## config.mk

```make
export PLATFORM = sky130hd
export DESIGN_NAME = spi_input_sync
export DESIGN_NICKNAME = d
export VERILOG_FILES = /design/src/spi_bram_pkg.sv /design/src/spi_input_sync.sv
export VERILOG_INCLUDE_DIRS = /design/src
export SDC_FILE = /design/constraint.sdc
export NUM_CORES = 1
export LEC_CHECK = 0
export BUFFER_PORTS_ARGS = -buffer_cell sky130_fd_sc_hd__clkbuf_2
export CORE_AREA = 2 2 39 41
export CTS_CLUSTER_SIZE = 10
export DETAILED_ROUTE_END_ITERATION = 10
export DIE_AREA = 0 0 41 43
export SLEW_MARGIN = 40
export SYNTH_ARGS = -nofsm -noshare
export SYNTH_HDL_FRONTEND = slang
export SYNTH_SLANG_ARGS = --single-unit
```

## constraint.sdc

```tcl
create_clock -name clk -period 1.9 [get_ports clk]
set_input_delay 0.19 -clock clk [delete_from_list [all_inputs] [get_ports clk]]
set_output_delay 0.19 -clock clk [all_outputs]
set_load 0.05 [all_outputs]
```

## src/spi_bram_params.svh

```systemverilog
/*
  Build-time sizes for the SPI to block RAM slave.
  SPI_MEM_AW may be set from 4 to 16. The RAM then holds 2**SPI_MEM_AW bytes
  and the 16 bit SPI address wraps at that size.
  SPI_SYNC_STAGES must be 2 or more. Every extra stage adds one clk cycle
  of delay between the pins and the edge strobes.
*/
`ifndef SPI_BRAM_PARAMS_SVH
`define SPI_BRAM_PARAMS_SVH

// ram address width in bits, 1024 bytes by default
`define SPI_MEM_AW 10

// flops per pin ahead of sclk edge detection
`define SPI_SYNC_STAGES 2

`endif

```

## src/spi_bram_pkg.sv

```systemverilog
/*
  Shared types of the SPI to block RAM slave.
  Commands are 8 bits wide and all other values are ignored by the decoder.
  The request address is always 16 bits. The RAM uses only its low bits.
*/
`default_nettype none

package spi_bram_pkg;

  // first byte of every frame
  typedef enum logic [7:0] {
    cmd_write = 8'h00, // addr hi, addr lo, data...
    cmd_read  = 8'h01  // addr hi, addr lo, dummy, data...
  } spi_cmd_e;

  // which byte of the frame is being shifted in
  typedef enum logic [2:0] {
    st_cmd,
    st_addr_hi,
    st_addr_lo,
    st_dummy,   // read only, first fetch goes out at its end
    st_data,
    st_ignore   // unknown command, wait for spi_csn high
  } frame_state_e;

  // synchronized spi lines, all in the clk domain
  typedef struct packed {
    logic sel;  // spi_csn low
    logic rise; // one cycle per rising sclk
    logic fall; // one cycle per falling sclk
    logic mosi; // valid together with rise
  } spi_line_t;

  // decoder to ram, rd and wr are single pulses
  typedef struct packed {
    logic        rd;
    logic        wr;
    logic [15:0] addr;
    logic [7:0]  wdata;
  } mem_req_t;

  // ram to miso shifter
  typedef struct packed {
    logic       rvalid; // one cycle after rd
    logic [7:0] rdata;
  } mem_rsp_t;

endpackage

`default_nettype wire

```

## src/spi_input_sync.sv

```systemverilog
/*
  Brings sclk, mosi and spi_csn into the clk domain.
  clk must run at least eight times faster than sclk.
  A pin change is seen in line after SPI_SYNC_STAGES + 1 clk cycles.
  Edge strobes are only produced while the chip select is active.
*/
`default_nettype none
`include "spi_bram_params.svh"

module spi_input_sync (
  input  logic                   clk,
  input  logic                   csn,
  input  logic                   sclk,
  input  logic                   mosi,
  input  logic                   spi_csn,
  output spi_bram_pkg::spi_line_t line
);

  logic [`SPI_SYNC_STAGES-1:0] sclk_sync; // metastability chains
  logic [`SPI_SYNC_STAGES-1:0] mosi_sync;
  logic [`SPI_SYNC_STAGES-1:0] cs_sync;
  logic                        sclk_last; // previous synced sclk
  logic                        sclk_s;
  logic                        mosi_s;
  logic                        sel_s;

  assign sclk_s = sclk_sync[`SPI_SYNC_STAGES-1];
  assign mosi_s = mosi_sync[`SPI_SYNC_STAGES-1];
  assign sel_s  = ~cs_sync[`SPI_SYNC_STAGES-1]; // chip select is active low

  always_ff @(posedge clk or posedge csn)
  begin
    if (csn)
    begin
      sclk_sync <= '0;
      mosi_sync <= '0;
      cs_sync   <= '1; // deselected out of reset
      sclk_last <= 1'b0;
      line      <= '0;
    end
    else
    begin
      sclk_sync <= {sclk_sync[`SPI_SYNC_STAGES-2:0], sclk};
      mosi_sync <= {mosi_sync[`SPI_SYNC_STAGES-2:0], mosi};
      cs_sync   <= {cs_sync[`SPI_SYNC_STAGES-2:0], spi_csn};
      sclk_last <= sclk_s;
      line.sel  <= sel_s;
      line.rise <= sel_s & sclk_s & ~sclk_last; // 0 -> 1
      line.fall <= sel_s & ~sclk_s & sclk_last; // 1 -> 0
      line.mosi <= mosi_s;                      // lines up with rise
    end
  end

endmodule

`default_nettype wire

```

==> results.py, run 1 <==
metrics = {
    "logic_synthesis": {
        "syn_area_um2": 300.3,
        "netlist-cell-type-count": 4,
        "synth_nets": 20,
        "ys_seq_area_frac": 0.9250,
        "synth_top_area_frac": 0.7500,
        "syn_avg_cell_area_um2": 20.02,
        "ys_ff_latch": 11,
        "synth_top_area_cell": "dfrtp_1",
        "syn_inst": 15,
        "synth_area_leaders": "dfrtp_1 75%, dfstp_2 18%, nor3b_1 5.0%",
        "ys_warn_count": 0,
    },
    "pwr": {
        "power_uw": 430.0,
        "leakagePower_nw": 0.2001,
        "peakVddDrop_mv": 0.2927,
        "power_density_mw_per_mm2": 1057,
    },
    "sta": {
        "period_minus_slack_ns": 1.050,
        "fmaxAchievable_mhz": 952.4,
        "relSlewSlack": 0.7296,
        "hold_viol_final": 0,
        "fin_skew_ns": 0.001959,
        "fin_crit_sh": 0.5526,
        "fin_setup_tns_ns": 0,
        "worst_pin_slew_ns": 0.4051,
        "rsz0062_at_grt": "false",
        "finalSetupViolations": 0,
        "report.final.slew_viol_count": 0,
    },
    "global_route": {
        "grt_start_max_net_pins": 12,
        "grt_pass1_vias": 168,
        "grtUsageTotal": 0.06762,
        "antenna_found_initial": 0,
        "grt-ovfl-total": 0,
        "grt_pass1_wl_um": 669,
    },
    "floorplanning": {
        "io_pins": 9,
        "die_area_mm2": 0.001763,
        "core_area_mm2": 0.001384,
        "placementRows": 14,
        "die_h_um": 43,
        "start_util": 0.2170,
        "fp.dieW_um": 41,
    },
    "drt": {
        "drtIter0Drc": 1,
        "vias": 160,
        "drt-pass1-iter-count": 2,
        "remaining_drc_errors": 0,
        "vias_per_cell": 3.556,
        "wl_per_cell_um": 9.378,
        "ant_nets": 0,
        "finalWirelength_um": 422,
    },
    "layout": {
        "stdcell_count": 45,
        "final_nets": 35,
        "stdcell_area_um2": 406.6,
        "register_area_um2": 277.8,
        "drive_gt1_frac": 0.4483,
        "fill_cells": 148,
        "multiInputGateArea_um2": 15.01,
        "syn2layout_area_growth_pct": 35.42,
        "diodes": 0,
        "fin_util": 0.2939,
    },
    "worst_setup_path": {
        "path_buf_inv": 1,
        "crit_path_end_kind": "output pin",
        "critPathMaxFanout": 1,
        "slowest_stage": "dfrtp_1",
        "crit_arrival_ns": 0.86,
        "crit_type": "flip-flop to output pin",
        "cpPeakStageDelay_ns": 0.33,
        "cp_top_family": "flip-flops",
        "startpoint_type": "flip-flop",
        "crit_required_ns": 1.71,
        "crit_chain": "clkbuf_2",
    },
    "cts": {
        "cts_made_buffers": 3,
        "cts_sinks": 11,
        "cts_htree_levels": 1,
        "cts_setup_buffers": 0,
        "path_clk_slew_ns": 0.06,
        "clockBufferDepth": 2,
        "insertion_delay_ns": 0.26,
        "cts_root_buf": "clkbuf_4",
        "cts_tree": "yes",
    },
    "run_status": {
        "outcome": "finished, final reports clean",
    },
    "min_path": {
        "worstHoldPathType": "primary input to flip-flop",
    },
    "placement": {
        "place_area_um2": 360.3,
        "dp.cells": 39,
        "port_buffers": 8,
        "gp_congestion": 0.5741,
    },
    "run": {
        "maxCapViolations": 0,
    },
}
registers in the layout, summed over array words and instances (netlist names):
register / cells
line: 4
cs_sync: 2
mosi_sync: 2
sclk_sync: 2
sclk_last: 1
cell usage after synthesis (all sizes together):
cell and number:
dfrtp 9, dfstp 2, inv 2, nor3b 2
kinds of logic (layout without fill, tap and decap cells):
kind of cell	Yosys count	in the layout	share of synthesized area
DFF	11	11	0.9250
buffers and inverters	2	16	0.02501
and+or+nand+nor	2	2	0.04999
worst paths after layout:
kind | from | end | slack (ns) | depth (start not counted)
worst min-delay path | mosi | mosi_sync[0]$_DFF_PP0_ | 0.04 | 1
worst max-delay path | line[2]$_DFF_PP0_ | line[2] | 0.85 | 1
max in group asynchronous | csn | cs_sync[1]$_DFF_PP1_ | 1.13 | 3
worst min register to register | mosi_sync[0]$_DFF_PP0_ | mosi_sync[1]$_DFF_PP0_ | 0.35 | 0
min in group asynchronous | csn | sclk_sync[0]$_DFF_PP0_ | 0.45 | 3
worst max register to register | cs_sync[1]$_DFF_PP1_ | line[1]$_DFF_PP0_ | 1.20 | 1
cells in the final DEF (no fill, tap or decap), drive strengths merged:
cell type    synthesis  final
dfrtp                9      9
clkbuf               0     12
inv                  2      2
nor3b                2      2
dfstp                2      2
dlygate4sd3          0      2
cell type report:
| type | count | share of cell area |
|---|---|---|
| sequential | 11 | 0.6831 |
| timing repair buffer | 10 | 0.1477 |
| clock buffer | 4 | 0.06462 |
| tap | 16 | 0.04923 |
| multi-input combinational | 2 | 0.03692 |
| inverter | 2 | 0.01846 |
where the power goes:
group	switching (mW)	leakage [nW]	total, mW	internal [mW]
clock network	0.0666	0.0150	0.148	0.0809
logic	0.0216	0.0556	0.0310	0.00936
registers	0.00419	0.130	0.251	0.247
total	0.0924	0.200	0.430	0.338
through the flow:
stage | hold WS (ns) | setup slack [ns]
finish | 0.03741 | 0.8500
global route | 0.01614 | 0.8045
CTS | 0.02536 | 0.8285
detailed placement | 0.1771 | 1.123
global placement | 0.1407 | 1.141
floorplan | 0.04101 | 1.124
layer usage:
metal	vias to the layer above	track usage	part of all wire
met1	78	0.05498	0.34
met5	-	0	0
li1	73	-	-
met4	0	0.1000	0
met2	9	0.09063	0.55
met3	0	0.03141	0.10
repair_timing:
action / CTS / global route
hold buffers: 2 / 0
endpoints found under the hold margin: 10 / 0
resized for setup: 0 / 0
(Power assumes the default switching activity.)
==> run 2, diff against run 1 <==
clock period = 1 ns   (was 1.9 ns; I/O delays follow)
==> run 2 against run 1 <==
  * Clock power grew 89%
  * Hold slack gained 0.31 ns
  * Via count rose by 3.8%
  * Cell count rose by 4.4%
  * Largest power group unchanged
==> results.py, run 2 (same netlist as run 1, synthesis figures left out) <==
metrics = {
    "drt": {
        "wl_per_cell_um": 9.191,
        "drt-pass1-iter-count": 2,
        "ant_nets": 0,
        "drtIter0Drc": 1,
        "vias": 166,
        "finalWirelength_um": 432,
        "vias_per_cell": 3.532,
        "remaining_drc_errors": 0,
    },
    "global_route": {
        "grt-busiest-layer": "met4",
        "use_met3": 0.03141,
        "grt_pass1_vias": 186,
        "grt-ovfl-total": 0,
        "grt_pass1_wl_um": 703,
        "globalRouteMet1Util": 0.05498,
        "grtUsageTotal": 0.06967,
        "grt_start_max_net_pins": 12,
        "met2_usage": 0.09688,
        "antenna_found_initial": 0,
    },
    "layout": {
        "final_nets": 37,
        "stdcell_area_um2": 426.7,
        "final_cell_mix": "9 x dfrtp_1, 7 x clkbuf_2, 4 x dlygate4sd3_1, 3 x clkbuf_4",
        "diodes": 0,
        "stdcell_count": 47,
        "top_register": "line",
        "largest_reg_flops": 4,
        "final_common_cell": "dfrtp_1",
        "syn2layout_area_growth_pct": 42.08,
        "drive_gt1_frac": 0.4194,
    },
    "pwr": {
        "leakagePower_nw": 0.2091,
        "seqPwrFrac": 0.580,
        "combPwrFrac": 0.079,
        "power_density_mw_per_mm2": 1929,
        "swShare": 0.2145,
        "clock_power_share": 0.341,
        "p_int_uw": 646.4,
        "peakVddDrop_mv": 0.5715,
        "p_sw_uw": 176.5,
    },
    "floorplanning": {
        "placementRows": 14,
        "die_area_mm2": 0.001763,
        "core_area_mm2": 0.001384,
        "io_pins": 9,
        "fp.dieW_um": 41,
        "die_h_um": 43,
        "start_util": 0.2170,
    },
    "sta": {
        "period_minus_slack_ns": 0.9525,
        "finalSetupViolations": 0,
        "rsz0062_at_grt": "false",
        "worst_pin_slew_ns": 0.4051,
        "report.final.slew_viol_count": 0,
        "fin_setup_tns_ns": 0,
        "finalWorstSetupSlack_ns": 0.04750,
        "relSlewSlack": 0.7296,
        "hold_viol_final": 0,
        "fin_skew_ns": 0.001900,
        "fmaxAchievable_mhz": 1050,
        "fin_crit_sh": 0.9525,
    },
    "placement": {
        "gp_congestion": 0.5741,
        "port_buffers": 8,
        "pre_cts_slack_ns": 0.3067,
        "dp.cells": 39,
        "place_area_um2": 360.3,
    },
    "worst_setup_path": {
        "startpoint_type": "flip-flop",
        "crit_required_ns": 0.90,
        "crit_path_end_kind": "output pin",
        "cp_top_family": "flip-flops",
        "path_buf_inv": 1,
        "slowest_stage": "dfrtp_1",
        "crit_type": "flip-flop to output pin",
        "crit_arrival_ns": 0.85,
        "cpPeakStageDelay_ns": 0.33,
        "crit_chain": "clkbuf_2",
        "critPathMaxFanout": 1,
    },
    "cts": {
        "cts_made_buffers": 3,
        "insertion_delay_ns": 0.26,
        "cts_htree_levels": 1,
        "cts_tree": "yes",
        "path_clk_slew_ns": 0.06,
        "cts_setup_buffers": 0,
        "cts_sinks": 11,
        "cts_root_buf": "clkbuf_4",
        "clockBufferDepth": 2,
    },
    "run": {
        "maxCapViolations": 0,
    },
    "run_status": {
        "outcome": "finished, final reports clean",
    },
    "min_path": {
        "worstHoldPathType": "primary input to async pin",
    },
}
## run 2: cell types whose count changed in the layout (fill, tap and decap cells not counted)
cell,delta
dlygate4sd3_1,+2
clkbuf_2,-1
buf_2,+1
## run 2: worst paths after layout
path	startpoint	endpoint	slack (ns)	cells past startpoint
min in group clk	mosi_sync[0]$_DFF_PP0_	mosi_sync[1]$_DFF_PP0_	0.35	0
max in group asynchronous	csn	cs_sync[1]$_DFF_PP1_	0.32	3
hold reg to reg	mosi_sync[0]$_DFF_PP0_	mosi_sync[1]$_DFF_PP0_	0.35	0
setup / recovery	line[3]$_DFF_PP0_	line[3]	0.05	1
hold / removal	csn	sclk_sync[0]$_DFF_PP0_	0.35	3
setup reg to reg	cs_sync[1]$_DFF_PP1_	line[1]$_DFF_PP0_	0.30	1
## run 2: repair_timing
item | 4_1_cts | 5_1_grt
hold buffers | 4 | 0
setup endpoints to repair | 0 | 1
resized for setup | 0 | 1
endpoints found under the hold margin | 12 | 0
## run 2: per-layer routing
layer	wire length (um)	up-vias
met2	242	9
met1	150	80
li1	-	77
met4	0	0
met5	0	-
met3	39	0
## run 2: power groups by stage
stage	registers (mW)	clock network (mW)	logic (mW)
2_1_floorplan	0.510	0	0.00994
3_3_place_gp	0.484	0	0.0515
3_5_place_dp	0.486	0	0.0541
4_1_cts	0.478	0.302	0.0661
5_1_grt	0.480	0.333	0.0696
6_report	0.478	0.280	0.0649
## run 2: metrics by stage
step	hold WS (ns)	util	total power [mW]
2_1_floorplan	-0.04899	-	0.5200
3_3_place_gp	0.05067	0.2604	0.5354
3_5_place_dp	0.08714	0.2604	0.5404
4_1_cts	0.3503	0.3083	0.8468
5_1_grt	0.3621	0.3083	0.8834
6_report	0.3502	0.3083	0.8230
## run 2: layout make-up
class,count,area (um^2)
Tap cell,16,20.02
Fill cell,147,957.2
Clock buffer,4,26.28
Multi-Input combinational cell,2,15.01
Timing Repair Buffer,12,80.08
Sequential cell,11,277.8
Inverter,2,7.507
