**src/spi_bram_params.svh**
```systemverilog
/*
  Build-time sizes for the SPI to block RAM slave.
  SPI_MEM_AW may be set from 4 to 16. The RAM then holds 2**SPI_MEM_AW bytes
  and the 16 bit SPI address wraps at that size.
  SPI_SYNC_STAGES must be 2 or more. Every extra stage adds one clk cycle
  of delay between the pins and the edge strobes.
*/
`ifndef SPI_BRAM_PARAMS_SVH
`define SPI_BRAM_PARAMS_SVH

// ram address width in bits, 1024 bytes by default
`define SPI_MEM_AW 10

// flops per pin ahead of sclk edge detection
`define SPI_SYNC_STAGES 2

`endif

```
**src/spi_bram_pkg.sv**
```systemverilog
/*
  Shared types of the SPI to block RAM slave.
  Commands are 8 bits wide and all other values are ignored by the decoder.
  The request address is always 16 bits. The RAM uses only its low bits.
*/
`default_nettype none

package spi_bram_pkg;

  // first byte of every frame
  typedef enum logic [7:0] {
    cmd_write = 8'h00, // addr hi, addr lo, data...
    cmd_read  = 8'h01  // addr hi, addr lo, dummy, data...
  } spi_cmd_e;

  // which byte of the frame is being shifted in
  typedef enum logic [2:0] {
    st_cmd,
    st_addr_hi,
    st_addr_lo,
    st_dummy,   // read only, first fetch goes out at its end
    st_data,
    st_ignore   // unknown command, wait for spi_csn high
  } frame_state_e;

  // synchronized spi lines, all in the clk domain
  typedef struct packed {
    logic sel;  // spi_csn low
    logic rise; // one cycle per rising sclk
    logic fall; // one cycle per falling sclk
    logic mosi; // valid together with rise
  } spi_line_t;

  // decoder to ram, rd and wr are single pulses
  typedef struct packed {
    logic        rd;
    logic        wr;
    logic [15:0] addr;
    logic [7:0]  wdata;
  } mem_req_t;

  // ram to miso shifter
  typedef struct packed {
    logic       rvalid; // one cycle after rd
    logic [7:0] rdata;
  } mem_rsp_t;

endpackage

`default_nettype wire

```
**src/spi_miso_shifter.sv**
```systemverilog
/*
  miso output stage of the SPI slave, mode 0.
  A fetched byte waits as pending until the next byte boundary, which is
  the eighth fall strobe of a byte. It is then shifted out MSB first.
  sclk half period must be 6 clk cycles or more for the fetch to arrive.
  miso is forced low while miso_en is low, the pad tri-state is off chip.
*/
`default_nettype none

module spi_miso_shifter (
  input  logic                    clk,
  input  logic                    csn,
  input  spi_bram_pkg::spi_line_t line,
  input  spi_bram_pkg::mem_rsp_t  rsp,
  output logic                    miso,
  output logic                    miso_en
);

  logic [2:0] fall_cnt;  // falls seen in this byte
  logic       pend_q;    // a fetched byte waits
  logic [7:0] pend_byte;
  logic [7:0] shreg;     // msb drives miso
  logic       boundary;

  assign boundary = line.fall && (fall_cnt == 3'd7);

  always_ff @(posedge clk or posedge csn)
  begin
    if (csn)
    begin
      fall_cnt <= 3'd0;
      pend_q   <= 1'b0;
      miso_en  <= 1'b0;
    end
    else
    begin
      miso_en <= line.sel; // sel delayed by one
      if (!line.sel)
      begin
        fall_cnt <= 3'd0;
        pend_q   <= 1'b0;
      end
      else
      begin
        if (line.fall)
          fall_cnt <= fall_cnt + 3'd1;
        if (boundary)
          pend_q <= 1'b0;  // consumed
        if (rsp.rvalid)
          pend_q <= 1'b1;  // new fetch wins
      end
    end
  end

  always_ff @(posedge clk)
  begin
    if (rsp.rvalid)
      pend_byte <= rsp.rdata;
    if (!line.sel)
      shreg <= 8'h00;
    else if (boundary)
      shreg <= pend_q ? pend_byte : 8'h00; // zeros outside read data
    else if (line.fall)
      shreg <= {shreg[6:0], 1'b0};
  end

  assign miso = miso_en & shreg[7];

endmodule

`default_nettype wire

```
**config.mk**
```make
export PLATFORM = sky130hd
export DESIGN_NAME = spi_miso_shifter
export DESIGN_NICKNAME = d
export VERILOG_FILES = /design/src/spi_bram_params.svh /design/src/spi_bram_pkg.sv /design/src/spi_miso_shifter.sv
export SDC_FILE = /design/constraint.sdc
export NUM_CORES = 1
export LEC_CHECK = 0
export ABC_AREA = 1
export BUFFER_PORTS_ARGS = -buffer_cell sky130_fd_sc_hd__buf_2
export CELL_PAD_IN_SITES_DETAIL_PLACEMENT = 1
export CELL_PAD_IN_SITES_GLOBAL_PLACEMENT = 2
export CORE_UTILIZATION = 28
export DETAILED_ROUTE_END_ITERATION = 8
export PLACE_DENSITY = 0.73
export SYNTH_ARGS = -nofsm -noshare
export SYNTH_HDL_FRONTEND = slang
export SYNTH_SLANG_ARGS = --single-unit
```
**constraint.sdc**
```tcl
create_clock -name clk -period 1.5 [get_ports clk]
set_clock_uncertainty 0.2 [all_clocks]
set_input_delay 0.15 -clock clk [delete_from_list [all_inputs] [get_ports clk]]
set_output_delay 0.15 -clock clk [all_outputs]
set_load 0.05 [all_outputs]
```
==> results.yml, run 1 <==
clock_tree:
  clkSinkCount: 21
  cts-root-buf: "clkbuf_4"
  htree_levels: 1
  numCtsBuffers: 3
  clock_path_buffers: 2
  cts_tree: "yes"
  path_clk_slew_ps: 110
  clock_latency_ps: 290
hold_path:
  hold_path_class: "in2async"
critical_path:
  path_buf_inv: 1
  path_delay_family: "flip-flops"
  critical_path.startpoint_type: "register"
  critical_path_required_ps: 1510
  end_kind: "register"
  critPathSlowestCell: "dfrtp_1"
  reg2regPathDepth: 7
  crit_type: "reg2reg"
  r2r_slack_ps: 30
  cp_max_fo: 15
  crit_chain: "ha_2, ha_4, buf_12, nor2_1, nor2_1, nand2_1, nand2_1"
  timing.rr.end: "shreg[3]"
  rr_startpoint: "fall_cnt[1]"
  crit_path_max_incr_delay_ps: 410
  worstPathArrival_ps: 1470
cells_and_area:
  area_growth_pct: 35.3
  final_nets: 147
  seqCellArea_um2: 526
  final_layout_size_suffix_gt1_frac: 0.225
  antenna_cells: 0
  fillers: 325
  multiInputGateArea_um2: 307
route:
  antenna_left: 0
  dr.first_iter.drc_count: 11
  drc_errors: 4
  drt-vias-per-instance: 4.29
  firstDrtPassIters: 5
  num_vias: 686
  wirelength_um: 1820
  post_drt_wl_per_cell_um: 11.4
sta:
  clock.fmax_mhz: 682
  finalSetupViolations: 0
  finalHoldViolations: 0
  layout_min_cycle_time_ps: 1470
  max-slew-margin-rel: 0.819
  maxSlewViolCount: 0
  worst_pin_slew_ps: 272
  period_share: 0.978
  setup-tns-final_ps: 0
floorplan:
  die_x_um: 57.2
  num_rows: 19
  start_util: 0.302
  fp.dieH_um: 57.2
  num_io_pins: 17
  die_area_um2: 3280
  core_um2: 2830
synth:
  synth.distinct_cells: 15
  synthesis.yosys.warnings: 0
  ys_top_cells_by_area: "edfxtp_1 (28%), nand2_1 (20%), dfxtp_1 (19%)"
  syn_inst: 97
  synth_top_area_frac: 0.281
  yosys.area.top_type: "edfxtp_1"
  ys_seq_elements: 21
  synth.avg_cell_area_um2: 8.81
  syn_nets: 114
  yosysSeqAreaShare: 0.615
  syn_area_um2: 855
pwr:
  leakagePower_nw: 0.523
  power-per-cell-area_nw_per_um2: 861
  ir_worst_vdd_v: 0.000475
  finalPower_mw: 0.996
grt:
  grt_start_max_net_pins: 16
  antenna_found_initial: 0
  grt_pass1_wl_um: 3020
  grt_overflow: 0
  grt_pass1_vias: 653
  grt_usage: 0.125
status:
  outcome: "complete, but fails checks"
  violations: "DRC"
place:
  dpl.hpwl_um: 1180
  gp_congestion: 0.621
  io_buffers: 14
run:
  maxCapViolations: 0
[worst register-to-register path: stages (launching register included)]
cell and delay (ps):
dfrtp_1 410, ha_2 210, ha_4 170, buf_12 140, nor2_1 90, nor2_1 50
nand2_1 60, nand2_1 40
[power breakdown]
part	total (mW)	internal, mW	switching (mW)
Combinational	0.0976	0.0520	0.0455
Clock	0.266	0.103	0.162
Sequential	0.633	0.620	0.0127
[registers in the layout, summed over array words and instances (netlist names)]
signal and cells:
fall_cnt 3, shreg 8, pend_byte 8, miso_en 1
pend_q 1
[cells in the final DEF (no fill, tap or decap), types with 3 or more instances in the layout]
cell type and instances:
nand2_1 46, nor2_2 3, buf_2 14, edfxtp_1 8, clkbuf_4 3, buf_4 4
dlygate4sd3_1 12, dfxtp_1 8, inv_1 5, nor2_1 12, dfrtp_1 5
[how the worst max path moves through the flow]
stage,cells after the start,start,end,slack [ps]
floorplan,7,fall_cnt[0],shreg[5],50
global placement,7,fall_cnt[0],shreg[3],30
detailed placement,7,fall_cnt[0],shreg[7],-10
CTS,7,fall_cnt[0],shreg[3],3
global route,7,fall_cnt[1],shreg[5],-10
finish,7,fall_cnt[1],shreg[3],30
[routing by layer]
layer  GRT usage  up-vias  wire, um
li1            -      361         -
met1       0.149      311       815
met2       0.215       12       928
met3      0.0295        2        52
met4      0.0523        0        19
met5           0        -         0
[layout make-up]
cell class              count  share of cell area
flip-flops and latches     21               0.455
multi-input cells          68               0.265
repair buffers             31               0.208
well taps                  31              0.0335
clock buffers               4              0.0227
inverters                   5              0.0162
[cells by family (layout without fill, tap and decap cells)]
| kind of cell | count (synthesis) | in the layout | synth area share |
|---|---|---|---|
| AO/OA/AOI/OAI | 3 | 3 | 0.0176 |
| AND/OR/NAND/NOR | 63 | 63 | 0.284 |
| buffers and inverters | 8 | 40 | 0.0542 |
| adder cells (fa/ha/maj) | 2 | 2 | 0.0293 |
| flip-flops | 21 | 21 | 0.615 |
[synth_stat cells]
master / count
edfxtp_1: 8
buf_6: 2
o21ai_1: 1
nand3_1: 1
dfrtp_1: 5
ha_1: 2
nor2_2: 1
a21oi_1: 1
buf_2: 1
nand2_2: 1
dfxtp_1: 8
inv_1: 5
nand2_1: 46
nor2_1: 14
o21ai_0: 1
[repair_timing]
action | 4_1_cts | 5_1_grt
hold buffers | 12 | 0
pin swaps | 0 | 1
buffers inserted | 1 | 1
hold endpoints to repair | 27 | 0
resized for setup | 1 | 5
endpoints found under the setup margin | 8 | 8
[per-stage QoR]
step	area (um2)	util	hold slack, ps	setup WS (ps)	instances
floorplan	855	-	-271	49.5	97
global route	1160	0.409	114	-9.64	160
detailed placement	971	0.343	-132	-11.1	142
finish	1160	0.409	86.7	33.0	160
CTS	1130	0.398	76.7	3.40	159
global placement	971	0.343	-141	32.6	142
No activity file was read; power rests on OpenSTA's default activity.
==> inputs of run 2 (changes only) <==
--- a/config.mk
+++ b/config.mk
@@ -11,7 +11,7 @@
 export CELL_PAD_IN_SITES_GLOBAL_PLACEMENT = 2
 export CORE_UTILIZATION = 28
 export DETAILED_ROUTE_END_ITERATION = 8
-export PLACE_DENSITY = 0.73
+export PLACE_DENSITY_LB_ADDON = 0.15
 export SYNTH_ARGS = -nofsm -noshare
 export SYNTH_HDL_FRONTEND = slang
 export SYNTH_SLANG_ARGS = --single-unit
==> run 2 against run 1 <==
  * The flow now finishes without violations
  * Non-clock buffer count is the same
  * Utilization grew 0.71 points
  * Critical endpoint is now shreg[2]
  * Cell count is the same
  * Critical path depth is the same
  * Highest routed layer unchanged
  * Largest cell class unchanged
  * Worst setup slack gained 21 ps
  * Die area is the same
  * Global-route usage grew 0.066 points
  * Register-to-register slack gained 20 ps
  * Worst hold slack gained 10 ps
  * Fmax grew 1.5%
==> results.yml, run 2 (same netlist as run 1, synthesis figures left out) <==
cells_and_area:
  multiInputGateArea_um2: 309
  fin_util: 0.416
  final_layout_size_suffix_gt1_frac: 0.233
  final_area_um2: 1180
  final_common_cell: "nand2_1"
  area_growth_pct: 37.6
  top_regs: "pend_byte: 8 flops, shreg: 8 flops, fall_cnt: 3 flops"
  seqCellArea_um2: 526
  most-common-layout-cells: "nand2_1 (46), buf_2 (14), dlygate4sd3_1 (12), nor2_1 (11)"
  fillers: 317
  antenna_cells: 0
  final_nets: 147
clock_tree:
  clock_path_buffers: 2
  clock_latency_ps: 290
  htree_levels: 1
  path_clk_slew_ps: 110
  cts-root-buf: "clkbuf_4"
  clkSinkCount: 21
  numCtsBuffers: 3
  cts_tree: "yes"
critical_path:
  timing.rr.end: "shreg[2]"
  crit_chain: "ha_2, ha_4, buf_12, nor2_1, nor2_1, nand2_1, nand2_1"
  crit_path_max_incr_delay_ps: 400
  worstPathArrival_ps: 1450
  r2r_slack_ps: 50
  cp_max_fo: 8
  end_kind: "register"
  critPathSlowestCell: "dfrtp_1"
  critical_path_required_ps: 1510
  rr_startpoint: "fall_cnt[1]"
  critical_path.startpoint_type: "register"
  reg2regPathDepth: 7
  crit_type: "reg2reg"
run:
  maxCapViolations: 0
sta:
  rsz0062_at_grt: "yes"
  clock.fmax_mhz: 692
  setup-tns-final_ps: 0
  period_share: 0.964
  maxSlewViolCount: 0
  setup_ws_ps: 54.3
  fin_worst_hold_slack_ps: 96.7
  layout_min_cycle_time_ps: 1450
  worst_pin_slew_ps: 255
  max-slew-margin-rel: 0.830
  finalSetupViolations: 0
  finalHoldViolations: 0
place:
  io_buffers: 14
  place_area_um2: 971
  pre_cts_ws_ps: -2.14
  gp_congestion: 0.653
  dpl.hpwl_um: 1090
route:
  firstDrtPassIters: 2
  dr.first_iter.drc_count: 4
  drc_errors: 0
  num_vias: 699
  post_drt_wl_per_cell_um: 11.0
  antenna_left: 0
  drt-vias-per-instance: 4.37
  wirelength_um: 1760
grt:
  grt_overflow: 0
  grt_usage: 0.125
  grt_start_max_net_pins: 16
  grt_pass1_vias: 750
  antenna_found_initial: 0
  grt_pass1_wl_um: 3080
pwr:
  switching_power_mw: 0.222
  p_clk_frac: 0.270
  pwr-share-comb: 0.094
  power-per-cell-area_nw_per_um2: 846
  swShare: 0.223
  pwr-share-seq: 0.635
  ir_worst_vdd_v: 0.000400
  power.internal_mw: 0.772
  leakagePower_nw: 0.529
floorplan:
  start_util: 0.302
  fp.dieH_um: 57.2
  core_um2: 2830
  die_x_um: 57.2
  num_rows: 19
  num_io_pins: 17
  die_area_um2: 3280
hold_path:
  hold_path_class: "in2async"
status:
  outcome: "finished clean"
run 2: final cells by class:
type / count / share of cell area
inverter: 5 / 0.0160
multi-input combinational: 68 / 0.263
tap: 31 / 0.0330
timing repair buffer: 31 / 0.219
clock buffer: 4 / 0.0223
sequential: 21 / 0.447
run 2: worst max path at each step:
stage | startpoint | to | slack, ps | depth (start not counted)
3_3_place_gp | fall_cnt[0] | shreg[7] | 30 | 7
6_report | fall_cnt[1] | shreg[2] | 50 | 7
2_1_floorplan | fall_cnt[0] | shreg[5] | 50 | 7
5_1_grt | fall_cnt[1] | shreg[4] | -20 | 7
3_5_place_dp | fall_cnt[0] | shreg[5] | -2 | 7
4_1_cts | fall_cnt[0] | shreg[2] | 10 | 7
run 2: metal layers:
| layer | up-vias | global-route usage | wire (um) |
|---|---|---|---|
| li1 | 362 | - | - |
| met1 | 315 | 0.139 | 807 |
| met2 | 16 | 0.224 | 846 |
| met3 | 6 | 0.0272 | 40 |
| met4 | 0 | 0.0662 | 61 |
| met5 | - | 0 | 0 |
run 2: what timing repair did:
action,4_1_cts,5_1_grt
hold buffers,12,0
endpoints found under the setup margin,5,8
resized for setup,1,6
endpoints found under the hold margin,24,0
buffers inserted,0,1
gates cloned,0,1
pin swaps,0,3
run 2: worst max-delay path, delay by kind of cell (launching register included):
| kind | cells | cell delay (ps) |
|---|---|---|
| buffers and inverters | 1 | 140 |
| adder cells (fa/ha/maj) | 2 | 380 |
| AND/OR/NAND/NOR | 4 | 240 |
| flip-flops | 1 | 400 |
run 2: power by group through the flow:
stage               sequential, mW  clock, mW  combinational, mW
detailed placement           0.645          0             0.0647
floorplan                    0.644          0             0.0307
finish                       0.632      0.269             0.0938
global placement             0.643          0             0.0632
CTS                          0.632      0.288             0.0885
global route                 0.636      0.309              0.105
run 2: metrics by stage:
stage / std cells / power (mW)
after global routing: 160 / 1.05
after floorplan: 97 / 0.675
final: 160 / 0.994
after detailed placement: 142 / 0.709
after CTS: 158 / 1.01
after global placement: 142 / 0.706
