## src/spi_bram_params.svh

```systemverilog
/*
  Build-time sizes for the SPI to block RAM slave.
  SPI_MEM_AW may be set from 4 to 16. The RAM then holds 2**SPI_MEM_AW bytes
  and the 16 bit SPI address wraps at that size.
  SPI_SYNC_STAGES must be 2 or more. Every extra stage adds one clk cycle
  of delay between the pins and the edge strobes.
*/
`ifndef SPI_BRAM_PARAMS_SVH
`define SPI_BRAM_PARAMS_SVH

// ram address width in bits, 1024 bytes by default
`define SPI_MEM_AW 10

// flops per pin ahead of sclk edge detection
`define SPI_SYNC_STAGES 2

`endif

```

## src/spi_bram_pkg.sv

```systemverilog
/*
  Shared types of the SPI to block RAM slave.
  Commands are 8 bits wide and all other values are ignored by the decoder.
  The request address is always 16 bits. The RAM uses only its low bits.
*/
`default_nettype none

package spi_bram_pkg;

  // first byte of every frame
  typedef enum logic [7:0] {
    cmd_write = 8'h00, // addr hi, addr lo, data...
    cmd_read  = 8'h01  // addr hi, addr lo, dummy, data...
  } spi_cmd_e;

  // which byte of the frame is being shifted in
  typedef enum logic [2:0] {
    st_cmd,
    st_addr_hi,
    st_addr_lo,
    st_dummy,   // read only, first fetch goes out at its end
    st_data,
    st_ignore   // unknown command, wait for spi_csn high
  } frame_state_e;

  // synchronized spi lines, all in the clk domain
  typedef struct packed {
    logic sel;  // spi_csn low
    logic rise; // one cycle per rising sclk
    logic fall; // one cycle per falling sclk
    logic mosi; // valid together with rise
  } spi_line_t;

  // decoder to ram, rd and wr are single pulses
  typedef struct packed {
    logic        rd;
    logic        wr;
    logic [15:0] addr;
    logic [7:0]  wdata;
  } mem_req_t;

  // ram to miso shifter
  typedef struct packed {
    logic       rvalid; // one cycle after rd
    logic [7:0] rdata;
  } mem_rsp_t;

endpackage

`default_nettype wire

```

## src/spi_frame_decoder.sv

```systemverilog
/*
  Frame decoder of the SPI slave.
  Bytes arrive MSB first and complete on the rise strobe of their eighth bit.
  Requests go out one cycle after that strobe and the address then steps.
  Read frames fetch one byte ahead, starting at the end of the dummy byte.
  Dropping sel returns to st_cmd and discards a partly shifted byte.
*/
`default_nettype none

module spi_frame_decoder (
  input  logic                    clk,
  input  logic                    csn,
  input  spi_bram_pkg::spi_line_t line,
  output spi_bram_pkg::mem_req_t  req
);

  spi_bram_pkg::frame_state_e state;
  spi_bram_pkg::spi_cmd_e     cmd_q;     // latched command
  logic [2:0]                 bit_cnt;   // bits of current byte
  logic [6:0]                 shreg;     // first seven bits of a byte
  logic [7:0]                 byte_now;  // byte incl. the bit on line
  logic                       byte_done;
  logic                       issue_rd;
  logic                       issue_wr;
  logic [15:0]                addr_q;    // running frame address
  logic                       req_rd;
  logic                       req_wr;
  logic [15:0]                req_addr;
  logic [7:0]                 req_wdata;

  assign byte_now  = {shreg, line.mosi};
  assign byte_done = line.rise && (bit_cnt == 3'd7);

  // read after dummy and after every data byte of a read frame
  assign issue_rd = byte_done &&
                    ((state == spi_bram_pkg::st_dummy) ||
                     (state == spi_bram_pkg::st_data && cmd_q == spi_bram_pkg::cmd_read));
  assign issue_wr = byte_done && (state == spi_bram_pkg::st_data) &&
                    (cmd_q == spi_bram_pkg::cmd_write);

  always_ff @(posedge clk or posedge csn)
  begin
    if (csn)
    begin
      state   <= spi_bram_pkg::st_cmd;
      cmd_q   <= spi_bram_pkg::cmd_write;
      bit_cnt <= 3'd0;
      req_rd  <= 1'b0;
      req_wr  <= 1'b0;
    end
    else if (!line.sel)
    begin
      state   <= spi_bram_pkg::st_cmd; // frame over, start clean
      bit_cnt <= 3'd0;
      req_rd  <= 1'b0;
      req_wr  <= 1'b0;
    end
    else
    begin
      req_rd <= issue_rd; // single cycle pulses
      req_wr <= issue_wr;
      if (line.rise)
        bit_cnt <= bit_cnt + 3'd1; // wraps mod 8
      if (byte_done)
      begin
        case (state)
          spi_bram_pkg::st_cmd:
          begin
            if (byte_now == spi_bram_pkg::cmd_write || byte_now == spi_bram_pkg::cmd_read)
            begin
              cmd_q <= spi_bram_pkg::spi_cmd_e'(byte_now);
              state <= spi_bram_pkg::st_addr_hi;
            end
            else
              state <= spi_bram_pkg::st_ignore; // rest of frame dropped
          end
          spi_bram_pkg::st_addr_hi:
            state <= spi_bram_pkg::st_addr_lo;
          spi_bram_pkg::st_addr_lo:
          begin
            if (cmd_q == spi_bram_pkg::cmd_read)
              state <= spi_bram_pkg::st_dummy;
            else
              state <= spi_bram_pkg::st_data;
          end
          spi_bram_pkg::st_dummy:
            state <= spi_bram_pkg::st_data;
          spi_bram_pkg::st_data,
          spi_bram_pkg::st_ignore:
            state <= state; // stays until sel drops
          default:
            state <= spi_bram_pkg::st_cmd;
        endcase
      end
    end
  end

  always_ff @(posedge clk)
  begin
    if (line.rise)
      shreg <= byte_now[6:0]; // msb first
    if (byte_done && state == spi_bram_pkg::st_addr_hi)
      addr_q[15:8] <= byte_now;
    if (byte_done && state == spi_bram_pkg::st_addr_lo)
      addr_q[7:0] <= byte_now;
    if (issue_rd || issue_wr)
    begin
      req_addr <= addr_q;          // current address goes out
      addr_q   <= addr_q + 16'd1;  // then step, ram wraps it
    end
    if (issue_wr)
      req_wdata <= byte_now;
  end

  assign req = '{rd: req_rd, wr: req_wr, addr: req_addr, wdata: req_wdata};

endmodule

`default_nettype wire

```

## config.mk

```make
export PLATFORM = sky130hd
export DESIGN_NAME = spi_frame_decoder
export DESIGN_NICKNAME = d
export VERILOG_FILES = /design/src/spi_bram_params.svh /design/src/spi_bram_pkg.sv /design/src/spi_frame_decoder.sv
export SDC_FILE = /design/constraint.sdc
export NUM_CORES = 1
export LEC_CHECK = 0
export BUFFER_PORTS_ARGS = -buffer_cell sky130_fd_sc_hd__buf_2
export CORE_MARGIN = 4
export CORE_UTILIZATION = 30
export DETAILED_ROUTE_END_ITERATION = 6
export PLACE_DENSITY = 0.57
export SETUP_SLACK_MARGIN = 0.05
export SLEW_MARGIN = 20
export SYNTH_ARGS = -nofsm -noshare
export SYNTH_HDL_FRONTEND = slang
export SYNTH_SLANG_ARGS = --single-unit
```

## constraint.sdc

```tcl
create_clock -name clk -period 5.5 [get_ports clk]
set_input_delay 1.1 -clock clk [delete_from_list [all_inputs] [get_ports clk]]
set_output_delay 1.1 -clock clk [all_outputs]
set_load 0.05 [all_outputs]
```

==> results of run 1 <==
==> cells by family after synthesis <==
family / Yosys count
flip-flops: 63
AND/OR/NAND/NOR: 57
multiplexers: 19
XOR/XNOR: 15
AO/OA/AOI/OAI: 11
buffers and inverters: 11
adder cells (fa/ha/maj): 3
==> state kept, by name, summed over array words and instances (netlist names) <==
| name | cells |
|---|---|
| addr_q | 16 |
| req_addr | 16 |
| cmd_q | 8 |
| req_wdata | 8 |
| shreg | 7 |
| bit_cnt | 3 |
| state | 3 |
| req_rd | 1 |
| req_wr | 1 |
==> path summary, 6_finish.rpt <==
kind                                 startpoint                      to  slack, ps  cells after the start
max                                     line[2]     addr_q[5]$_DFFE_PP_       3000                      5
min                        addr_q[15]$_DFFE_PP_  req_addr[15]$_DFFE_PP_        480                      0
max reg2reg                cmd_q[4]$_DFFE_PP0P_     addr_q[5]$_DFFE_PP_       3230                      5
min reg2reg                addr_q[15]$_DFFE_PP_  req_addr[15]$_DFFE_PP_        480                      0
max in group asynchronous                   csn    state[1]$_DFFE_PP0P_       4280                      2
min in group asynchronous                   csn  bit_cnt[1]$_DFFE_PP0P_        820                      2
==> worst max-delay path, cell delays in order <==
cell and delay, ps:
buf_2 270, nand2_2 200, a21oi_4 420, buf_16 230
mux2_2 350
==> cell usage after synthesis (2+ instances only) <==
library cell | n | share of area [%]
edfxtp_1 | 47 | 52
inv_1 | 5 | 0.69
nor2_1 | 6 | 0.82
a21oi_1 | 4 | 0.73
nand3_1 | 11 | 2.0
mux2i_1 | 4 | 1.5
mux2_2 | 8 | 3.3
mux2_4 | 7 | 3.8
buf_4 | 4 | 1.1
xnor2_1 | 5 | 1.6
and2_1 | 7 | 1.6
nand2b_1 | 2 | 0.46
ha_1 | 3 | 1.4
nor2b_1 | 3 | 0.69
nand2_1 | 4 | 0.55
nand4_1 | 3 | 0.69
nor3_1 | 7 | 1.3
nor4_1 | 6 | 1.4
dfrtp_1 | 16 | 15
a21boi_0 | 2 | 0.55
xor2_1 | 10 | 3.2
==> final cells by class <==
class	count	area [µm²]
Clock inverter	6	51.3
Multi-Input combinational cell	105	846
Fill cell	851	5640
Inverter	5	18.8
Timing Repair Buffer	31	178
Sequential cell	63	1810
Tap cell	108	135
Clock buffer	10	128
==> layer usage <==
layer  global-route usage, %  vias to the layer above  part of all wire, %
met5                       0                        -                    0
met4                    4.18                        0                  1.3
met3                    4.16                        7                  5.3
met2                    14.8                       33                   47
met1                    12.2                      724                   46
li1                        -                      737                    -
==> power by group through the flow <==
stage | sequential [µW] | combinational (µW) | clock, µW
3_3_place_gp | 532 | 18.4 | 0
6_report | 522 | 18.7 | 368
5_1_grt | 522 | 21.4 | 403
2_1_floorplan | 529 | 14.4 | 0
3_5_place_dp | 532 | 19.0 | 0
4_1_cts | 522 | 19.1 | 385
==> per-stage QoR <==
step	total power (µW)	std cells
final	909	328
after global routing	947	328
after CTS	926	327
after detailed placement	551	311
after global placement	550	311
after floorplan	543	179
==> results.json, run 1 <==
{
  "finalMaxSlewViolations": 0,
  "clkTransAtPathRegs_ps": 60,
  "crit_required_ps": 5590,
  "yosys.area_share.adder_pct": 1.37,
  "antenna_left": 0,
  "via_per_inst": 4.58,
  "synth-async-reset-ratio_pct": 25.4,
  "synth_seq_cells": 63,
  "rows": 34,
  "synth-seq-area-share_pct": 66.3,
  "grt_start_max_net_pins": 33,
  "grt_pass1_vias": 1536,
  "ir_drop_v": 0.000131,
  "endpoint_kind": "flop",
  "final_util_pct": 36.0,
  "antenna_cells": 0,
  "power_frac_seq_pct": 57.4,
  "synth_nets": 188,
  "worstSetupStartpointType": "primary input",
  "finalWorstSetupSlack_ps": 3000,
  "layout_common_cells": "edfxtp_1 (47), buf_2 (30), dfrtp_1 (16)",
  "final-hold-violation-count": 0,
  "timing.fmax_ghz": 0.400,
  "worstPathArrival_ps": 2590,
  "ctsResizeCount": 0,
  "dp_slack_ps": 2320,
  "power_frac_clock_pct": 40.5,
  "totalWireLength_um": 4680,
  "clock_latency_ps": 340,
  "clock_path_buffers": 2,
  "finalSetupViolCount": 0,
  "cts-root-buf": "clkbuf_8",
  "hold_slack_ps": 476,
  "synth_compound_area_share_pct": 3.07,
  "cts_tree": "yes",
  "num_vias": 1501,
  "skew_ps": 3.64,
  "drt-pass1-iter-count": 4,
  "min_path_type": "flop to flop",
  "design_area_um2": 3170,
  "synth-edff-count": 47,
  "status": "completed",
  "place.gp.congestion": 0.816,
  "port_buffers": 30,
  "post_dp_cell_area_um2": 2960,
  "synth-simple-area-share_pct": 12.9,
  "slew_headroom_pct": 39.6,
  "grt_setup_unrepaired": "no",
  "synth-xor-area-share_pct": 4.81,
  "worstMarginPinSlew_ps": 906,
  "final_common_cell": "edfxtp_1",
  "cellInternalPower_uw": 728,
  "period_share_pct": 45.4,
  "grt_use_total_pct": 9.76,
  "dp_hpwl_um": 3190,
  "h-tree-depth": 3,
  "syn-instance-count": 179,
  "post_cts_buffers": 0,
  "synthMuxAreaShare_pct": 8.61,
  "coreArea_um2": 8810,
  "nets": 224,
  "area_growth_syn_to_layout_pct": 15.9,
  "cts_made_buffers": 9,
  "drv_cap": 0,
  "p_sw_uw": 180,
  "p_per_area_nw_per_um2": 287,
  "die_w_um": 103,
  "switching_share_pct": 19.8,
  "dieArea_um2": 10700,
  "route.detailed.drc": 0,
  "p_comb_share_pct": 2.1,
  "avgSynthCellArea_um2": 15.3,
  "holdBufCountCts": 0,
  "wl_per_cell_um": 14.3,
  "synthFlopType": "edfxtp_1",
  "cp_max_fo": 23,
  "io_pins": 32,
  "min_period_ps": 2500,
  "ys_types": 36,
  "p_leak_uw": 0.00118,
  "dr.first_iter.drc_count": 66,
  "die_h_um": 103,
  "drive_gt1_share_pct": 30.5,
  "grt_overflow_total": 0,
  "syn_area_um2": 2730,
  "yosysWarnings": 0,
  "initial_core_util_pct": 31.0,
  "cts_sinks": 63,
  "fin_tns_setup_ps": 0,
  "grt_pass1_wl_um": 7680,
  "synth_top_family_by_area": "simple AND/OR/NAND/NOR gates",
  "critPathKind": "primary input to flop",
  "grt_antenna_before_repair": 0
}
No activity file was read; power rests on OpenSTA's default activity.
==> run 2, diff against run 1 <==
- clock period: 5.5 -> 2.5 ns (I/O delays scaled with it)
==> run 2 against run 1 <==
Against the previous run:
- sequential cell count stayed put
- core utilization is 0.099 points lower
- highest routed layer unchanged
- cell count is 0.91% higher
- register-to-register slack worse by 2700 ps
- clock power is 91% higher
- critical path depth stayed put
- non-clock buffer count is 4 higher
- first-iteration DRC count is 23% lower
==> results.json, run 2 (same netlist as run 1, synthesis figures left out) <==
{
  "die_h_um": 103,
  "final-hold-violation-count": 0,
  "post_dp_cell_area_um2": 3010,
  "design_area_um2": 3160,
  "timing.fmax_ghz": 0.502,
  "endpoint_kind": "flop",
  "place.gp.congestion": 0.857,
  "num_vias": 1549,
  "reg_top3": "addr_q (16), req_addr (16)",
  "drive_gt1_share_pct": 31.4,
  "cts_sinks": 63,
  "totalWireLength_um": 4730,
  "clkTransAtPathRegs_ps": 70,
  "grt_antenna_before_repair": 0,
  "port_buffers": 30,
  "area_growth_syn_to_layout_pct": 15.6,
  "p_per_area_nw_per_um2": 600,
  "route.detailed.drc": 0,
  "layout_common_cells": "edfxtp_1 (47), buf_2 (30), dfrtp_1 (16)",
  "grt_pass1_wl_um": 7690,
  "cts_made_buffers": 9,
  "worstMarginPinSlew_ps": 598,
  "io_pins": 32,
  "crit_required_ps": 2580,
  "post_cts_buffers": 0,
  "cts_tree": "yes",
  "grt_overflow_total": 0,
  "min_path_type": "primary input to async pin",
  "rows": 34,
  "h-tree-depth": 3,
  "dp_hpwl_um": 3240,
  "drv_cap": 0,
  "cp_max_fo": 32,
  "finalSetupViolCount": 0,
  "total_power_uw": 1890,
  "wl_per_cell_um": 14.3,
  "coreArea_um2": 8810,
  "grt_setup_unrepaired": "no",
  "initial_core_util_pct": 31.0,
  "critPathKind": "flop to flop",
  "fin_tns_setup_ps": 0,
  "die_w_um": 103,
  "clock_path_buffers": 2,
  "cts-root-buf": "clkbuf_8",
  "final_util_pct": 35.9,
  "via_per_inst": 4.68,
  "status": "completed",
  "ctsResizeCount": 0,
  "worstSetupStartpointType": "flop",
  "p_leak_uw": 0.00118,
  "grt_pass1_vias": 1547,
  "holdBufCountCts": 0,
  "final_common_cell": "edfxtp_1",
  "dr.first_iter.drc_count": 51,
  "finalMaxSlewViolations": 0,
  "dieArea_um2": 10700,
  "drt-pass1-iter-count": 4,
  "ir_drop_v": 0.000278,
  "grt_start_max_net_pins": 33,
  "antenna_left": 0,
  "r2r_start": "cmd_q[4]$_DFFE_PP0P_",
  "nets": 228,
  "antenna_cells": 0,
  "period_share_pct": 79.6,
  "slew_headroom_pct": 60.1,
  "worstSetupStartpoint": "cmd_q[4]$_DFFE_PP0P_",
  "grt_use_total_pct": 9.69,
  "min_period_ps": 1990,
  "clock_latency_ps": 330,
  "worstPathArrival_ps": 2070,
  "skew_ps": 6.18
}
run 2: cell types whose count changed in the layout (fill, tap and decap cells not counted):
cell	change
buf_4	+4
nor3_2	-1
buf_12	+1
clkbuf_1	-1
buf_16	-1
clkinvlp_4	+1
bufinv_16	-1
nor3_1	+1
run 2: worst paths after layout:
path | cells past startpoint | end | slack, ps
worst min register to register | 0 | req_addr[15]$_DFFE_PP_ | 480
worst max-delay path | 5 | addr_q[6]$_DFFE_PP_ | 510
worst min-delay path | 2 | state[2]$_DFFE_PP0P_ | 230
max in group asynchronous | 2 | cmd_q[4]$_DFFE_PP0P_ | 1880
worst max register to register | 5 | addr_q[6]$_DFFE_PP_ | 510
min in group clk | 1 | shreg[0]$_DFFE_PP_ | 410
run 2: final cells by class:
cell class                      count  area, µm²
Clock buffer                        9        124
Clock inverter                      6       28.8
Multi-Input combinational cell    105        841
Inverter                            5       18.8
Fill cell                         847       5650
Tap cell                          108        135
Timing Repair Buffer               35        200
Sequential cell                    63       1810
run 2: layer usage:
metal / vias to the layer above / global-route usage, % / wire, µm
li1: 746 / - / -
met1: 754 / 11.8 / 2170
met2: 41 / 15.4 / 2230
met3: 8 / 4.69 / 279
met4: 0 / 2.39 / 49
met5: - / 0 / 0
run 2: worst max-delay path, cell delays in order, from the launching register on:
cell and delay, ps:
dfrtp_1 400, nor4_4 370, nand4_4 190, a21oi_4 190, buf_12 230, mux2_2 350
run 2: report_power, final:
group	internal, µW	switching (µW)
Clock	339	364
Sequential	1130	14.3
Combinational	22.8	19.4
run 2: stage by stage:
step	worst slack, ps	cells	hold WS [ps]
floorplan	544	179	414
global placement	523	316	464
detailed placement	503	316	468
CTS	492	331	236
global route	401	331	271
finish	509	331	227
